<file path="src/verilog/flash_ctrl_defines.svh">
`ifndef FLASH_CTRL_DEFINES_SVH
`define FLASH_CTRL_DEFINES_SVH

// register offsets inside the register window
`define FC_REG_FLASH_STATUS 6'd0  // busy line and last flash status
`define FC_REG_PAGE_STATUS  6'd1  // write latches address, read queries
`define FC_REG_DIRTY_PAGE   6'd2  // dirty page index, all ones when clean
`define FC_REG_DIRTY_SYNC   6'd3  // write forces a program

// word addresses below this are registers, the rest is flash
`define FC_REG_WINDOW 64

// page geometry of the flash word address
`define FC_PAGE_LSB  6   // 64 words per page
`define FC_PAGE_BITS 10  // 1024 pages

// bus widths
`define FC_DATA_W   16
`define FC_WB_ADR_W 16
`define FC_FM_ADR_W 17

`endif
</file>
<file path="src/verilog/flash_side_pkg.sv">
`default_nettype none

package flash_side_pkg;

  // sequencer phase
  typedef enum logic [1:0] {
    SEQ_IDLE    = 2'd0,
    SEQ_READ    = 2'd1,  // read or page-status read in progress
    SEQ_WRITE   = 2'd2,  // buffer write in progress
    SEQ_PROGRAM = 2'd3   // page commit in progress
  } seq_state_e;

  // status code returned by the macro on success
  localparam logic [1:0] FM_OK = 2'b00;

  // last status before any operation has completed
  localparam logic [2:0] LAST_STATUS_RESET = 3'b111;

endpackage

`default_nettype wire

</file>
<file path="src/verilog/wb_side_pkg.sv">
`default_nettype none

package wb_side_pkg;

  // source of wb_dat_o, registered together with ack
  typedef enum logic [1:0] {
    RD_SRC_FLASH  = 2'd0,  // flash read data
    RD_SRC_STATUS = 2'd1,  // busy and last status
    RD_SRC_DIRTY  = 2'd2,  // dirty page word
    RD_SRC_ZERO   = 2'd3   // nothing to return
  } rd_src_e;

  // operation handed from the decode stage to the sequencer
  typedef enum logic [1:0] {
    REQ_READ        = 2'd0,  // read one flash word
    REQ_WRITE       = 2'd1,  // write one word into the page buffer
    REQ_PAGE_STATUS = 2'd2,  // query page status at the latched address
    REQ_SYNC        = 2'd3   // program the buffered page
  } req_kind_e;

endpackage

`default_nettype wire

</file>
<file path="src/verilog/flash_req_if.sv">
`timescale 1ns/1ps
`default_nettype none
`include "flash_ctrl_defines.svh"

interface flash_req_if;

  // decode stage to sequencer
  logic                       req;    // one cycle pulse
  wb_side_pkg::req_kind_e     kind;
  logic [`FC_FM_ADR_W-1:0]    addr;   // held until done
  logic [`FC_DATA_W-1:0]      wdata;  // held until done

  // sequencer back to decode stage
  logic                       done;   // one cycle pulse
  logic                       dirty;
  logic [`FC_PAGE_BITS-1:0]   dirty_page;
  logic [2:0]                 last_status;

  modport decode (
    output req, kind, addr, wdata,
    input  done, dirty, dirty_page, last_status
  );

  modport seq (
    input  req, kind, addr, wdata,
    output done, dirty, dirty_page, last_status
  );

endinterface

`default_nettype wire

</file>
<file path="src/verilog/flash_ctrl_top.sv">
`timescale 1ns/1ps
`default_nettype none
`include "flash_ctrl_defines.svh"

module flash_ctrl_top (
  // wishbone slave
  input  logic                    wb_clk_i,
  input  logic                    wb_rst_i,
  input  logic                    wb_cyc_i,
  input  logic                    wb_stb_i,
  input  logic                    wb_we_i,
  input  logic [`FC_WB_ADR_W-1:0] wb_adr_i,
  input  logic [`FC_DATA_W-1:0]   wb_dat_i,
  output logic [`FC_DATA_W-1:0]   wb_dat_o,
  output logic                    wb_ack_o,
  // flash macro
  output logic                    fm_clk_o,
  output logic                    fm_reset_o,
  output logic [`FC_FM_ADR_W-1:0] fm_addr_o,
  output logic [`FC_DATA_W-1:0]   fm_wd_o,
  output logic                    fm_ren_o,
  output logic                    fm_wen_o,
  output logic                    fm_program_o,
  output logic                    fm_pagestatus_o,
  input  logic [`FC_DATA_W-1:0]   fm_rd_i,
  input  logic                    fm_busy_i,
  input  logic [1:0]              fm_status_i
);

  flash_req_if u_req_if ();

  assign fm_clk_o = wb_clk_i;  // macro runs on the bus clock

  wb_reg_decode u_decode (
    .wb_clk_i  (wb_clk_i),
    .wb_rst_i  (wb_rst_i),
    .wb_cyc_i  (wb_cyc_i),
    .wb_stb_i  (wb_stb_i),
    .wb_we_i   (wb_we_i),
    .wb_adr_i  (wb_adr_i),
    .wb_dat_i  (wb_dat_i),
    .fm_rd_i   (fm_rd_i),
    .fm_busy_i (fm_busy_i),
    .wb_dat_o  (wb_dat_o),
    .wb_ack_o  (wb_ack_o),
    .req_if    (u_req_if.decode)
  );

  flash_sequencer u_seq (
    .wb_clk_i        (wb_clk_i),
    .wb_rst_i        (wb_rst_i),
    .fm_busy_i       (fm_busy_i),
    .fm_status_i     (fm_status_i),
    .req_if          (u_req_if.seq),
    .fm_addr_o       (fm_addr_o),
    .fm_wd_o         (fm_wd_o),
    .fm_ren_o        (fm_ren_o),
    .fm_wen_o        (fm_wen_o),
    .fm_program_o    (fm_program_o),
    .fm_pagestatus_o (fm_pagestatus_o),
    .fm_reset_o      (fm_reset_o)
  );

endmodule

`default_nettype wire

</file>
<file path="src/verilog/flash_sequencer.sv">
`timescale 1ns/1ps
`default_nettype none
`include "flash_ctrl_defines.svh"

module flash_sequencer (
  input  logic                    wb_clk_i,
  input  logic                    wb_rst_i,
  input  logic                    fm_busy_i,
  input  logic [1:0]              fm_status_i,
  flash_req_if.seq                req_if,
  output logic [`FC_FM_ADR_W-1:0] fm_addr_o,
  output logic [`FC_DATA_W-1:0]   fm_wd_o,
  output logic                    fm_ren_o,
  output logic                    fm_wen_o,
  output logic                    fm_program_o,
  output logic                    fm_pagestatus_o,
  output logic                    fm_reset_o
);

  flash_side_pkg::seq_state_e state_q;
  logic                       blank_q;       // ignore busy right after a strobe
  logic                       ren_q;
  logic                       wen_q;
  logic                       prog_q;
  logic                       pstat_q;
  logic                       done_q;
  logic                       dirty_q;
  logic [`FC_PAGE_BITS-1:0]   dirty_page_q;  // page held in the macro buffer
  logic [2:0]                 last_status_q;
  logic                       then_write_q;  // program precedes a write, else a read
  logic                       sync_only_q;
  logic                       status_rd_q;   // current read is a page-status query

  logic [`FC_PAGE_BITS-1:0]   req_page;
  logic                       page_miss;
  logic                       phase_end;
  logic                       status_ok;
  logic [`FC_FM_ADR_W-1:0]    prog_base;

  assign req_page  = req_if.addr[`FC_PAGE_LSB +: `FC_PAGE_BITS];
  assign page_miss = dirty_q && (dirty_page_q != req_page);
  assign phase_end = ~blank_q & ~fm_busy_i;
  assign status_ok = (fm_status_i == flash_side_pkg::FM_OK);
  assign prog_base = {{(`FC_FM_ADR_W-`FC_PAGE_BITS-`FC_PAGE_LSB){1'b0}},
                      dirty_page_q, {`FC_PAGE_LSB{1'b0}}};

  always_ff @(posedge wb_clk_i) begin
    if (wb_rst_i) begin
      state_q       <= flash_side_pkg::SEQ_IDLE;
      blank_q       <= 1'b0;
      ren_q         <= 1'b0;
      wen_q         <= 1'b0;
      prog_q        <= 1'b0;
      pstat_q       <= 1'b0;
      done_q        <= 1'b0;
      dirty_q       <= 1'b0;
      dirty_page_q  <= '0;
      last_status_q <= flash_side_pkg::LAST_STATUS_RESET;
      then_write_q  <= 1'b0;
      sync_only_q   <= 1'b0;
      status_rd_q   <= 1'b0;
    end else begin
      ren_q   <= 1'b0;  // strobes and done are single cycle
      wen_q   <= 1'b0;
      prog_q  <= 1'b0;
      pstat_q <= 1'b0;
      done_q  <= 1'b0;
      blank_q <= 1'b0;
      case (state_q)
        flash_side_pkg::SEQ_IDLE: begin
          if (req_if.req) begin
            blank_q <= 1'b1;
            case (req_if.kind)
              wb_side_pkg::REQ_PAGE_STATUS: begin
                ren_q       <= 1'b1;
                pstat_q     <= 1'b1;
                status_rd_q <= 1'b1;
                state_q     <= flash_side_pkg::SEQ_READ;
              end
              wb_side_pkg::REQ_SYNC: begin
                prog_q      <= 1'b1;  // even when clean
                sync_only_q <= 1'b1;
                state_q     <= flash_side_pkg::SEQ_PROGRAM;
              end
              wb_side_pkg::REQ_WRITE: begin
                if (page_miss) begin
                  prog_q       <= 1'b1;  // commit old page first
                  sync_only_q  <= 1'b0;
                  then_write_q <= 1'b1;
                  state_q      <= flash_side_pkg::SEQ_PROGRAM;
                end else begin
                  wen_q   <= 1'b1;
                  state_q <= flash_side_pkg::SEQ_WRITE;
                end
              end
              default: begin  // plain read
                status_rd_q <= 1'b0;
                if (page_miss) begin
                  prog_q       <= 1'b1;
                  sync_only_q  <= 1'b0;
                  then_write_q <= 1'b0;
                  state_q      <= flash_side_pkg::SEQ_PROGRAM;
                end else begin
                  ren_q   <= 1'b1;
                  state_q <= flash_side_pkg::SEQ_READ;
                end
              end
            endcase
          end
        end
        flash_side_pkg::SEQ_PROGRAM: begin
          if (phase_end) begin
            last_status_q <= {1'b0, fm_status_i};
            if (status_ok) begin
              dirty_q <= 1'b0;  // failed program keeps the page dirty
            end
            if (sync_only_q) begin
              done_q  <= 1'b1;
              state_q <= flash_side_pkg::SEQ_IDLE;
            end else if (then_write_q) begin
              wen_q   <= 1'b1;
              blank_q <= 1'b1;
              state_q <= flash_side_pkg::SEQ_WRITE;
            end else begin
              ren_q   <= 1'b1;
              blank_q <= 1'b1;
              state_q <= flash_side_pkg::SEQ_READ;
            end
          end
        end
        flash_side_pkg::SEQ_READ: begin
          if (phase_end) begin
            last_status_q <= {1'b0, fm_status_i};
            done_q        <= 1'b1;
            state_q       <= flash_side_pkg::SEQ_IDLE;
            // a clean buffer now holds the page just read
            if (status_ok && !status_rd_q && !dirty_q) begin
              dirty_page_q <= req_page;
            end
          end
        end
        flash_side_pkg::SEQ_WRITE: begin
          if (phase_end) begin
            last_status_q <= {1'b0, fm_status_i};
            done_q        <= 1'b1;
            state_q       <= flash_side_pkg::SEQ_IDLE;
            if (status_ok) begin
              dirty_q      <= 1'b1;
              dirty_page_q <= req_page;
            end
          end
        end
      endcase
    end
  end

  assign fm_addr_o       = (state_q == flash_side_pkg::SEQ_PROGRAM) ? prog_base : req_if.addr;
  assign fm_wd_o         = req_if.wdata;
  assign fm_ren_o        = ren_q;
  assign fm_wen_o        = wen_q;
  assign fm_program_o    = prog_q;
  assign fm_pagestatus_o = pstat_q;
  assign fm_reset_o      = ~wb_rst_i;  // macro reset is active low

  assign req_if.done        = done_q;
  assign req_if.dirty       = dirty_q;
  assign req_if.dirty_page  = dirty_page_q;
  assign req_if.last_status = last_status_q;

endmodule

`default_nettype wire

</file>
<file path="src/verilog/wb_reg_decode.sv">
`timescale 1ns/1ps
`default_nettype none
`include "flash_ctrl_defines.svh"

module wb_reg_decode (
  input  logic                    wb_clk_i,
  input  logic                    wb_rst_i,
  input  logic                    wb_cyc_i,
  input  logic                    wb_stb_i,
  input  logic                    wb_we_i,
  input  logic [`FC_WB_ADR_W-1:0] wb_adr_i,
  input  logic [`FC_DATA_W-1:0]   wb_dat_i,
  input  logic [`FC_DATA_W-1:0]   fm_rd_i,
  input  logic                    fm_busy_i,
  output logic [`FC_DATA_W-1:0]   wb_dat_o,
  output logic                    wb_ack_o,
  flash_req_if.decode             req_if
);

  localparam logic ST_IDLE = 1'b0;
  localparam logic ST_WAIT = 1'b1;  // flash request outstanding

  localparam logic [`FC_WB_ADR_W-1:0] REG_WINDOW = `FC_REG_WINDOW;

  logic                       state_q;
  logic                       req_q;
  wb_side_pkg::req_kind_e     kind_q;
  wb_side_pkg::rd_src_e       rd_src_q;
  logic [`FC_WB_ADR_W-1:0]    status_addr_q;  // address for page-status query

  logic                       wb_trans;
  logic                       fm_sel;
  logic [`FC_WB_ADR_W-1:0]    flash_adr;
  logic [5:0]                 reg_ofs;
  logic                       latch_status_addr;

  assign wb_trans  = wb_cyc_i & wb_stb_i & ~wb_ack_o;  // no new transfer during ack
  assign fm_sel    = wb_adr_i >= REG_WINDOW;
  assign flash_adr = wb_adr_i - REG_WINDOW;
  assign reg_ofs   = wb_adr_i[5:0];

  assign latch_status_addr = (state_q == ST_IDLE) && wb_trans && !fm_sel &&
                             (reg_ofs == `FC_REG_PAGE_STATUS) && wb_we_i;

  always_ff @(posedge wb_clk_i) begin
    if (wb_rst_i) begin
      state_q  <= ST_IDLE;
      wb_ack_o <= 1'b0;
      req_q    <= 1'b0;
      kind_q   <= wb_side_pkg::REQ_READ;
      rd_src_q <= wb_side_pkg::RD_SRC_ZERO;
    end else begin
      wb_ack_o <= 1'b0;  // single cycle pulses
      req_q    <= 1'b0;
      case (state_q)
        ST_IDLE: begin
          if (wb_trans && fm_sel) begin
            req_q    <= 1'b1;
            rd_src_q <= wb_side_pkg::RD_SRC_FLASH;
            state_q  <= ST_WAIT;
            if (wb_we_i) begin
              kind_q <= wb_side_pkg::REQ_WRITE;
            end else begin
              kind_q <= wb_side_pkg::REQ_READ;
            end
          end else if (wb_trans) begin
            case (reg_ofs)
              `FC_REG_FLASH_STATUS: begin
                rd_src_q <= wb_side_pkg::RD_SRC_STATUS;
                wb_ack_o <= 1'b1;
              end
              `FC_REG_PAGE_STATUS: begin
                if (wb_we_i) begin
                  rd_src_q <= wb_side_pkg::RD_SRC_ZERO;  // address latched below
                  wb_ack_o <= 1'b1;
                end else begin
                  req_q    <= 1'b1;
                  kind_q   <= wb_side_pkg::REQ_PAGE_STATUS;
                  rd_src_q <= wb_side_pkg::RD_SRC_FLASH;  // reply comes on fm_rd_i
                  state_q  <= ST_WAIT;
                end
              end
              `FC_REG_DIRTY_PAGE: begin
                rd_src_q <= wb_side_pkg::RD_SRC_DIRTY;
                wb_ack_o <= 1'b1;
              end
              `FC_REG_DIRTY_SYNC: begin
                rd_src_q <= wb_side_pkg::RD_SRC_ZERO;
                if (wb_we_i) begin
                  req_q   <= 1'b1;
                  kind_q  <= wb_side_pkg::REQ_SYNC;
                  state_q <= ST_WAIT;
                end else begin
                  wb_ack_o <= 1'b1;
                end
              end
              default: begin
                rd_src_q <= wb_side_pkg::RD_SRC_ZERO;  // unmapped register
                wb_ack_o <= 1'b1;
              end
            endcase
          end
        end
        ST_WAIT: begin
          if (req_if.done) begin
            wb_ack_o <= 1'b1;
            state_q  <= ST_IDLE;
          end
        end
        default: state_q <= ST_IDLE;
      endcase
    end
  end

  always_ff @(posedge wb_clk_i) begin
    if (latch_status_addr) begin
      status_addr_q <= wb_dat_i;
    end
  end

  assign req_if.req   = req_q;
  assign req_if.kind  = kind_q;
  assign req_if.wdata = wb_dat_i;  // master holds data until ack
  assign req_if.addr  = (kind_q == wb_side_pkg::REQ_PAGE_STATUS) ?
                        {{(`FC_FM_ADR_W-`FC_WB_ADR_W){1'b0}}, status_addr_q} :
                        {{(`FC_FM_ADR_W-`FC_WB_ADR_W){1'b0}}, flash_adr};

  always_comb begin
    case (rd_src_q)
      wb_side_pkg::RD_SRC_FLASH:  wb_dat_o = fm_rd_i;
      wb_side_pkg::RD_SRC_STATUS: wb_dat_o = {7'b0, fm_busy_i, 5'b0, req_if.last_status};
      wb_side_pkg::RD_SRC_DIRTY:  wb_dat_o = req_if.dirty ?
                                  {{(`FC_DATA_W-`FC_PAGE_BITS){1'b0}}, req_if.dirty_page} :
                                  {`FC_DATA_W{1'b1}};  // clean buffer
      default:                    wb_dat_o = '0;
    endcase
  end

endmodule

`default_nettype wire

</file>
<file path="config.mk">
export PLATFORM = sky130hd
export DESIGN_NAME = flash_ctrl_top
export DESIGN_NICKNAME = d
export VERILOG_FILES = /design/src/verilog/flash_side_pkg.sv /design/src/verilog/wb_side_pkg.sv /design/src/verilog/flash_req_if.sv /design/src/verilog/flash_ctrl_top.sv /design/src/verilog/flash_sequencer.sv /design/src/verilog/wb_reg_decode.sv
export VERILOG_INCLUDE_DIRS = /design/src /design/src/verilog
export SDC_FILE = /design/constraint.sdc
export NUM_CORES = 1
export LEC_CHECK = 0
export BUFFER_PORTS_ARGS = -buffer_cell sky130_fd_sc_hd__buf_4
export CORE_UTILIZATION = 35
export CTS_CLUSTER_DIAMETER = 80
export CTS_CLUSTER_SIZE = 10
export DETAILED_ROUTE_END_ITERATION = 10
export GPL_TIMING_DRIVEN = 0
export SYNTH_ARGS = -nofsm -noshare
export SYNTH_HDL_FRONTEND = slang
export SYNTH_HIERARCHICAL = 1
export SYNTH_SLANG_ARGS = --single-unit
</file>
<file path="constraint.sdc">
create_clock -name wb_clk_i -period 4.4 [get_ports wb_clk_i]
set_input_delay 0.22 -clock wb_clk_i [delete_from_list [all_inputs] [get_ports wb_clk_i]]
set_output_delay 0.22 -clock wb_clk_i [all_outputs]
set_load 0.1 [all_outputs]
</file>
== Word-level counts from Yosys, hierarchy flattened ==
Cells that the tools add are included.
Storage, ports and cells
  bits in registers: 48
  bits in latches: 0
  bits in writable memories: 0
  bits in read-only memories: 0
  input port bits: 56
  output and inout bits: 56
  word-level logic and storage cells: 165
  memories: 0
Cells by class
  $add $sub $neg: 1
  multipliers: 0
  divide/modulo/power cells: 0
  $lt $le $gt $ge: 1
  equality and inequality tests: 22
  shift-type cells: 0
  muxes and demuxes: 74
  bitwise operators: 13
  reduce and logical (&&, ||, !) cells: 35
Operators by type and width (count)
  16-bit two-way mux: 3
  16-bit case mux with 3 select lines: 1
  10-bit two-way mux: 4
  1-bit two-way mux: 34
  1-bit case mux with 2 select lines: 14
  2-bit two-way mux: 13
  10-bit case mux with 2 select lines: 1
  2-bit case mux with 3 select lines: 3
  16-bit by 7-bit greater-or-equal comparator with 1-bit output (second input constant): 1
  16-bit by 7-bit subtractor with 16-bit output (second input constant): 1
  5-bit AND reduction: 3
  2-bit by 1-bit inequality test with 1-bit output (second input constant): 7
  6-bit by 2-bit equality test with 1-bit output (second input constant): 2
  2-bit equality test (second input constant): 5
  10-bit inequality test: 1
  1-bit NOT: 10
  1-bit logical AND: 8
  4-bit AND reduction: 2
  2-bit nonzero test: 4
  2-bit OR reduction: 4
  2-bit by 1-bit equality test with 1-bit output (second input constant): 3
  6-bit by 1-bit equality test with 1-bit output (second input constant): 1
  2-bit zero test: 3
  6-bit zero test: 1
  10 further kinds: 17

== Depth between registers and ports, before layout ==
Gate-level depths: netlist (run 1).
  word-level depth: 8
  depth in mapped cells: 11
  mapped depth without buffers: 11

== Cells and area by module ==
Netlist (run 1), hierarchy kept.
Modules (own cells, without submodules)
  wb_reg_decode: times used 1, cells each 172, area each 1595.3 um^2, seq. area each 620.6 um^2
  flash_sequencer: times used 1, cells each 162, area each 1451.4 um^2, seq. area each 500.5 um^2
  flash_ctrl_top: times used 1, cells each 1, area each 7.5 um^2, seq. area each 0.0 um^2

==> run summary, run 1 <==
Critical-path maximum fanout: 2
Number of synthesized flops with an enable pin: 16
Met3 Use GR: 5.18%
Final setup margin: 1.42 ns
Filler cell count: 790
Clock Latency Late Sink: 0.40 ns
DR vias: 2851
Crit path DAT: 2.76 ns
# setup viols final: 0
Synth Flop Type: dfxtp_1
Clock-pin slew of the registers on the worst-case setup and hold paths: 0.09 ns
#FFs+latches synth: 48
Core Util, Final: 52.1%
Initial DRT Pass Iterations: 6
Critical path class: clk -> out
Final min period: 2.98 ns
Max VDD drop: 0.434 mV
Layout cells sized above 1: 38.8%
Final period utilization: 67.7%
DRT Wirelength: 7820 um
Commonest non-fill, non-tap cell in the layout: buf_4
Initial antenna violation count: 0
Number of global-route vias before repair: 2766
Setup TNS Final: 0 ns
Final hold slack: 0.0408 ns
Asr flop ratio synth: 0%
Starting density of the core: 36.6%
Outcome: finished, violations left
Width of the die: 95.4 um
Post-cts resize count: 0
DRC viols: 0
Core ar.: 8340 um2
Initial DRC Count: 66
Die outline height: 95.4 um
Syn nets: 397
Critical Path Start Type: clock port
Via-per-instance ratio: 4.94
Post-synthesis sequential area ratio: 36.7%
Slew @ Worst Pin: 1.83 ns
P&R area growth vs syn: 42.3%
Most frequent cells in the layout: 143 x buf_4, 32 x dfxtp_1, 29 x nor2_1
Gr busiest metal: met2
GPL Wtd Cong: 0.813
Max_slew headroom: -22.5%
Area of the die: 9100 um2
Final total power: 1.65 mW
Setup WS pre-CTS: 1.26 ns
GR Overflow Total: 0
Final hold violation count: 0
Violated checks: max-slew violations
Pin count of the biggest net entering global routing: 15
Final instance area: 4350 um2
Worst setup EP type: primary output
Total GRT Usage: 17.9%
GR Util met1: 21.6%
CTS tree: done
Avg WL per Cell: 13.6 um
Max-Cap Viols: 0
Leak pwr: 1.90 nW
# diodes: 0
Unrepaired setup endpoints after global routing: no
WP data required: 4.18 ns
# nets final: 533
Dpl cells: 550
Port Buf Inserts: 109
Fmax: 338 MHz
Yosys warns: 6
HP Class: in -> reg
Pwr dens: 379 nW/um2
Post-placement cell area: 4020 um2
Clk_skew: 0.00519 ns
Global-route wire length before repair: 12600 um
Avg Cell Area, Syn: 9.12 um2
Non-filler instance count after layout: 577
Met2 Track Usage GR: 31.1%
Routed Antenna Nets: 0
Synth cell types: 59
Cells after Synth: 335
IO Pins: 112
Slew Limit Fails: 1
Detailed placement HPWL: 6000 um
Post-Syn Area: 3050 um2
Site Rows: 33
-- area by class of cell --
| class | count | area (um2) | share of cell area, % |
|---|---|---|---|
| plain buffers | 49 | 313 | 7.20 |
| clock buffers | 12 | 170 | 3.91 |
| inverters | 10 | 37.5 | 0.864 |
| multi-input cells | 228 | 1590 | 36.6 |
| flip-flops and latches | 48 | 1120 | 25.8 |
| well taps | 105 | 131 | 3.02 |
| repair buffers | 125 | 982 | 22.6 |
-- synthesized netlist by cell type (2+ instances only) --
cell | n | share of area, %
nand4_1 | 2 | 0.41
clkbuf_1 | 14 | 1.7
nand2_1 | 26 | 3.2
inv_1 | 9 | 1.1
mux2_2 | 17 | 6.3
a21oi_1 | 12 | 2.0
o31ai_1 | 2 | 0.49
o21a_1 | 5 | 1.2
nor2b_1 | 9 | 1.8
buf_4 | 34 | 8.4
nor4_1 | 3 | 0.61
mux2i_1 | 16 | 5.2
edfxtp_1 | 16 | 16
xor2_1 | 3 | 0.86
a21o_1 | 3 | 0.74
a211oi_1 | 2 | 0.49
o22ai_1 | 7 | 1.4
or4_1 | 2 | 0.49
ha_1 | 6 | 2.5
o41ai_1 | 2 | 0.57
o211ai_1 | 5 | 1.2
a31oi_1 | 2 | 0.41
nand3_1 | 5 | 0.82
o21ai_0 | 17 | 2.8
nor2_1 | 29 | 3.6
nor3_1 | 9 | 1.5
xnor2_1 | 15 | 4.3
dfxtp_1 | 32 | 21
-- metal layers --
metal  wire length, um  share of wire, %  up-vias
li1                  -                 -     1427
met1              3400                43     1303
met2              3800                49      113
met3               573               7.3        8
met4                55              0.70        0
met5                 0                 0        -
-- worst max-delay path: stages --
cell,delay [ns]
clkbuf_8,0.11
clkbuf_8,0.12
buf_4,0.12
buf_4,0.22
-- repair_timing --
| action | 4_1_cts | 5_1_grt |
|---|---|---|
| hold endpoints to repair | 16 | 0 |
| hold buffers | 16 | 0 |
| setup buffers | 0 | 0 |
-- final timing paths --
check	from	to	slack [ns]	cells past startpoint
setup / recovery	wb_clk_i	fm_clk_o	1.42	4
hold / removal	fm_status_i[0]	u_seq/req_if.last_status[0]	0.04	3
setup reg to reg	u_decode/req_if.kind[1]	u_seq/sync_only_q	1.44	10
hold reg to reg	u_seq/req_if.last_status[2]	u_seq/req_if.last_status[2]	0.45	2
-- cell families after synthesis --
logic type / after synthesis / share of synthesized area, %
and+or+nand+nor: 100 / 16.8
muxes: 34 / 11.9
DFF: 48 / 36.7
xor gates and xnor gates: 18 / 5.16
other: 1 / 0.123
AOI/OAI and AO/OA: 69 / 15.4
buffers and inverters: 59 / 11.5
adders and majority gates: 6 / 2.46
-- state kept, by name (all words and copies together), names as in the netlist --
signal and count:
u_seq/then_write_q 1, u_seq/req_if.done 1, u_seq/fm_wen_o 1, u_decode/req_if.req 1, u_seq/req_if.last_status 3, u_seq/req_if.dirty_page 10
u_seq/fm_program_o 1, u_decode/state_q 1, u_decode/req_if.kind 2, u_decode/rd_src_q 2, u_seq/status_rd_q 1, u_seq/fm_pagestatus_o 1
u_decode/wb_ack_o 1, u_decode/status_addr_q 16, u_seq/fm_ren_o 1, u_seq/req_if.dirty 1, u_seq/blank_q 1, u_seq/state_q 2
u_seq/sync_only_q 1
-- power by group --
part	switching [mW]	internal, mW
Combinational	0.451	0.199
Sequential	0.0212	0.482
Clock	0.235	0.258
Total	0.707	0.940
Note: power is estimated with default switching activity, not from simulation.
==> run 2, diff against run 1 <==
--- a/config.mk
+++ b/config.mk
@@ -6,6 +6,7 @@
 export SDC_FILE = /design/constraint.sdc
 export NUM_CORES = 1
 export LEC_CHECK = 0
+export ABC_AREA = 1
 export BUFFER_PORTS_ARGS = -buffer_cell sky130_fd_sc_hd__buf_4
 export CORE_UTILIZATION = 35
 export CTS_CLUSTER_DIAMETER = 80
==> constraint.sdc (replaced) <==
create_clock -name wb_clk_i -period 2.7 [get_ports wb_clk_i]
set_input_delay 0.135 -clock wb_clk_i [delete_from_list [all_inputs] [get_ports wb_clk_i]]
set_output_delay 0.135 -clock wb_clk_i [all_outputs]
set_load 0.1 [all_outputs]
==> run summary, run 2 <==
Synth Flop Type: dfxtp_1
DRT Wirelength: 8710 um
Width of the die: 97.4 um
Outcome: finished, violations left
P&R area growth vs syn: 42.3%
IO Pins: 112
Critical path class: reg -> out
Critical-path cell list: inv_1 -> nor2_2 -> clkinv_1 -> a31oi_1 -> nand2_1 -> o21ai_1 -> buf_4
Max_slew headroom: -15.3%
Max-Cap Viols: 0
GPL Wtd Cong: 0.816
Slew @ Worst Pin: 1.72 ns
Post-synth top area cell: dfxtp_1
Core ar.: 8760 um2
Final hold violation count: 0
Filler cell count: 866
Initial antenna violation count: 0
Final period utilization: 91.7%
GR Overflow Total: 0
Yosys warns: 6
Commonest non-fill, non-tap cell in the layout: buf_4
WP data required: 2.57 ns
HP Class: in -> reg
Layout cells sized above 1: 33.1%
# setup viols final: 0
Starting density of the core: 36.4%
Unrepaired setup endpoints after global routing: no
Initial DRT Pass Iterations: 5
Post-synthesis sequential area ratio: 35.2%
Routed Antenna Nets: 0
Critical-path maximum fanout: 10
Number of global-route vias before repair: 3182
Detailed placement HPWL: 6730 um
Violated checks: max-slew violations
Most common library cells after synthesis: 124 x nand2_1, 54 x inv_1, 40 x o21ai_0
Site Rows: 34
Initial DRC Count: 97
Stages on worst setup path: 7
Clock Latency Late Sink: 0.41 ns
Cells after Synth: 461
CTS tree: done
# diodes: 0
Clock-pin slew of the registers on the worst-case setup and hold paths: 0.09 ns
Slew Limit Fails: 1
Leak pwr: 2.23 nW
Asr flop ratio synth: 0%
CP bufs+invs: 3
Max reg flops: 16
Synth cell types: 37
Dpl cells: 680
Die outline height: 97.4 um
Pin count of the biggest net entering global routing: 17
Avg Cell Area, Syn: 6.91 um2
Final hold slack: 0.0432 ns
Hold path depth: 3
Number of synthesized flops with an enable pin: 16
CP top delay family: buffers and inverters
Final min period: 2.48 ns
DR vias: 3231
Setup TNS Final: 0 ns
Most frequent cells in the layout: 143 x buf_4, 124 x nand2_1, 54 x inv_1
Fmax: 404 MHz
Most common cell in the synthesized netlist: nand2_1
Critical Path Start Type: flop
Area of the die: 9490 um2
Post-Syn Area: 3190 um2
Slowest stage cell, crit path: a31oi_1
CP max stage delay: 0.42 ns
Core Util, Final: 51.7%
Max VDD drop: 0.687 mV
Avg WL per Cell: 12.3 um
Via-per-instance ratio: 4.55
Clk_skew: 0.0131 ns
DRC viols: 0
Syn nets: 523
Top cells by area, synth: dfxtp_1 20%, edfxtp_1 15%, nand2_1 15%
Yosys top cell area share: 20.1%
Global-route wire length before repair: 14600 um
Worst setup EP type: primary output
Port Buf Inserts: 110
Worst R2R Path Depth: 12
Total GRT Usage: 19.1%
# nets final: 663
Crit path DAT: 2.34 ns
Top reg by flops: u_decode/status_addr_q
Non-filler instance count after layout: 710
Pwr dens: 660 nW/um2
#FFs+latches synth: 48
-- run 2: cell families after synthesis --
family / count (synthesis) / share of synthesized area, %
AND/OR/NAND/NOR: 217 / 31.1
XOR/XNOR: 5 / 1.37
other: 1 / 0.118
buffers and inverters: 105 / 16.7
adder cells (fa/ha/maj): 6 / 2.36
AO/OA/AOI/OAI: 79 / 13.2
flip-flops: 48 / 35.2
-- run 2: worst reg2reg max path, cell delays in order, from the launching register on --
cell and delay [ns]:
dfxtp_1 0.38, inv_1 0.08, nor2_2 0.20, clkinv_1 0.31, a31oi_1 0.42, xnor2_1 0.19, nand3_2 0.09, nor2_2 0.12
nand2_2 0.10, nand2_2 0.08, nand3_1 0.08, nand2_1 0.08, a21oi_1 0.06
-- run 2: path summary, 6_finish.rpt --
path                                                   from                          end  slack, ns
worst max-delay path                u_decode/req_if.kind[1]                fm_addr_o[13]       0.22
worst min-delay path                            wb_adr_i[1]         u_decode/rd_src_q[1]       0.04
worst max register to register      u_decode/req_if.kind[1]             u_seq/state_q[0]       0.43
worst min register to register  u_seq/req_if.last_status[2]  u_seq/req_if.last_status[2]       0.45
-- run 2: what timing repair did --
item	CTS	global route
endpoints found under the hold margin	23	0
hold buffers	19	0
resized for setup	0	2
setup endpoints to repair	0	3
setup buffers	0	0
-- run 2: metrics by stage --
stage | setup slack, ns | instance area (um2) | power (mW)
after floorplan | 0.0187 | 3190 | 1.98
after global placement | -0.115 | 4150 | 2.29
after detailed placement | 0.302 | 4170 | 2.31
after CTS | 0.0724 | 4530 | 3.01
after global routing | 0.0557 | 4530 | 3.15
final | 0.224 | 4530 | 2.99
-- run 2: cell type report --
class                      count  area (um2)  area share, %
multi-input combinational    308        1550           34.1
sequential                    48        1120           24.7
timing repair buffer         129        1020           22.6
buffer                        46         309           6.82
inverter                      59         221           4.89
clock buffer                  11         168           3.70
tap                          108         135           2.98
clock inverter                 1        8.76          0.193
-- run 2: report_power, final --
group / switching [mW] / leakage, nW / total [mW] / internal [mW]
clock: 0.405 / 0.0963 / 0.836 / 0.430
sequential: 0.0499 / 0.404 / 0.847 / 0.797
combinational: 0.958 / 1.73 / 1.31 / 0.352
-- run 2: layer usage --
| layer | vias up | wire length (um) | global-route usage, % |
|---|---|---|---|
| met1 | 1415 | 4000 | 23.9 |
| met2 | 104 | 4070 | 32.6 |
| met4 | 0 | 53 | 5.77 |
| met3 | 4 | 578 | 4.46 |
| li1 | 1708 | - | - |
| met5 | - | 0 | 0 |
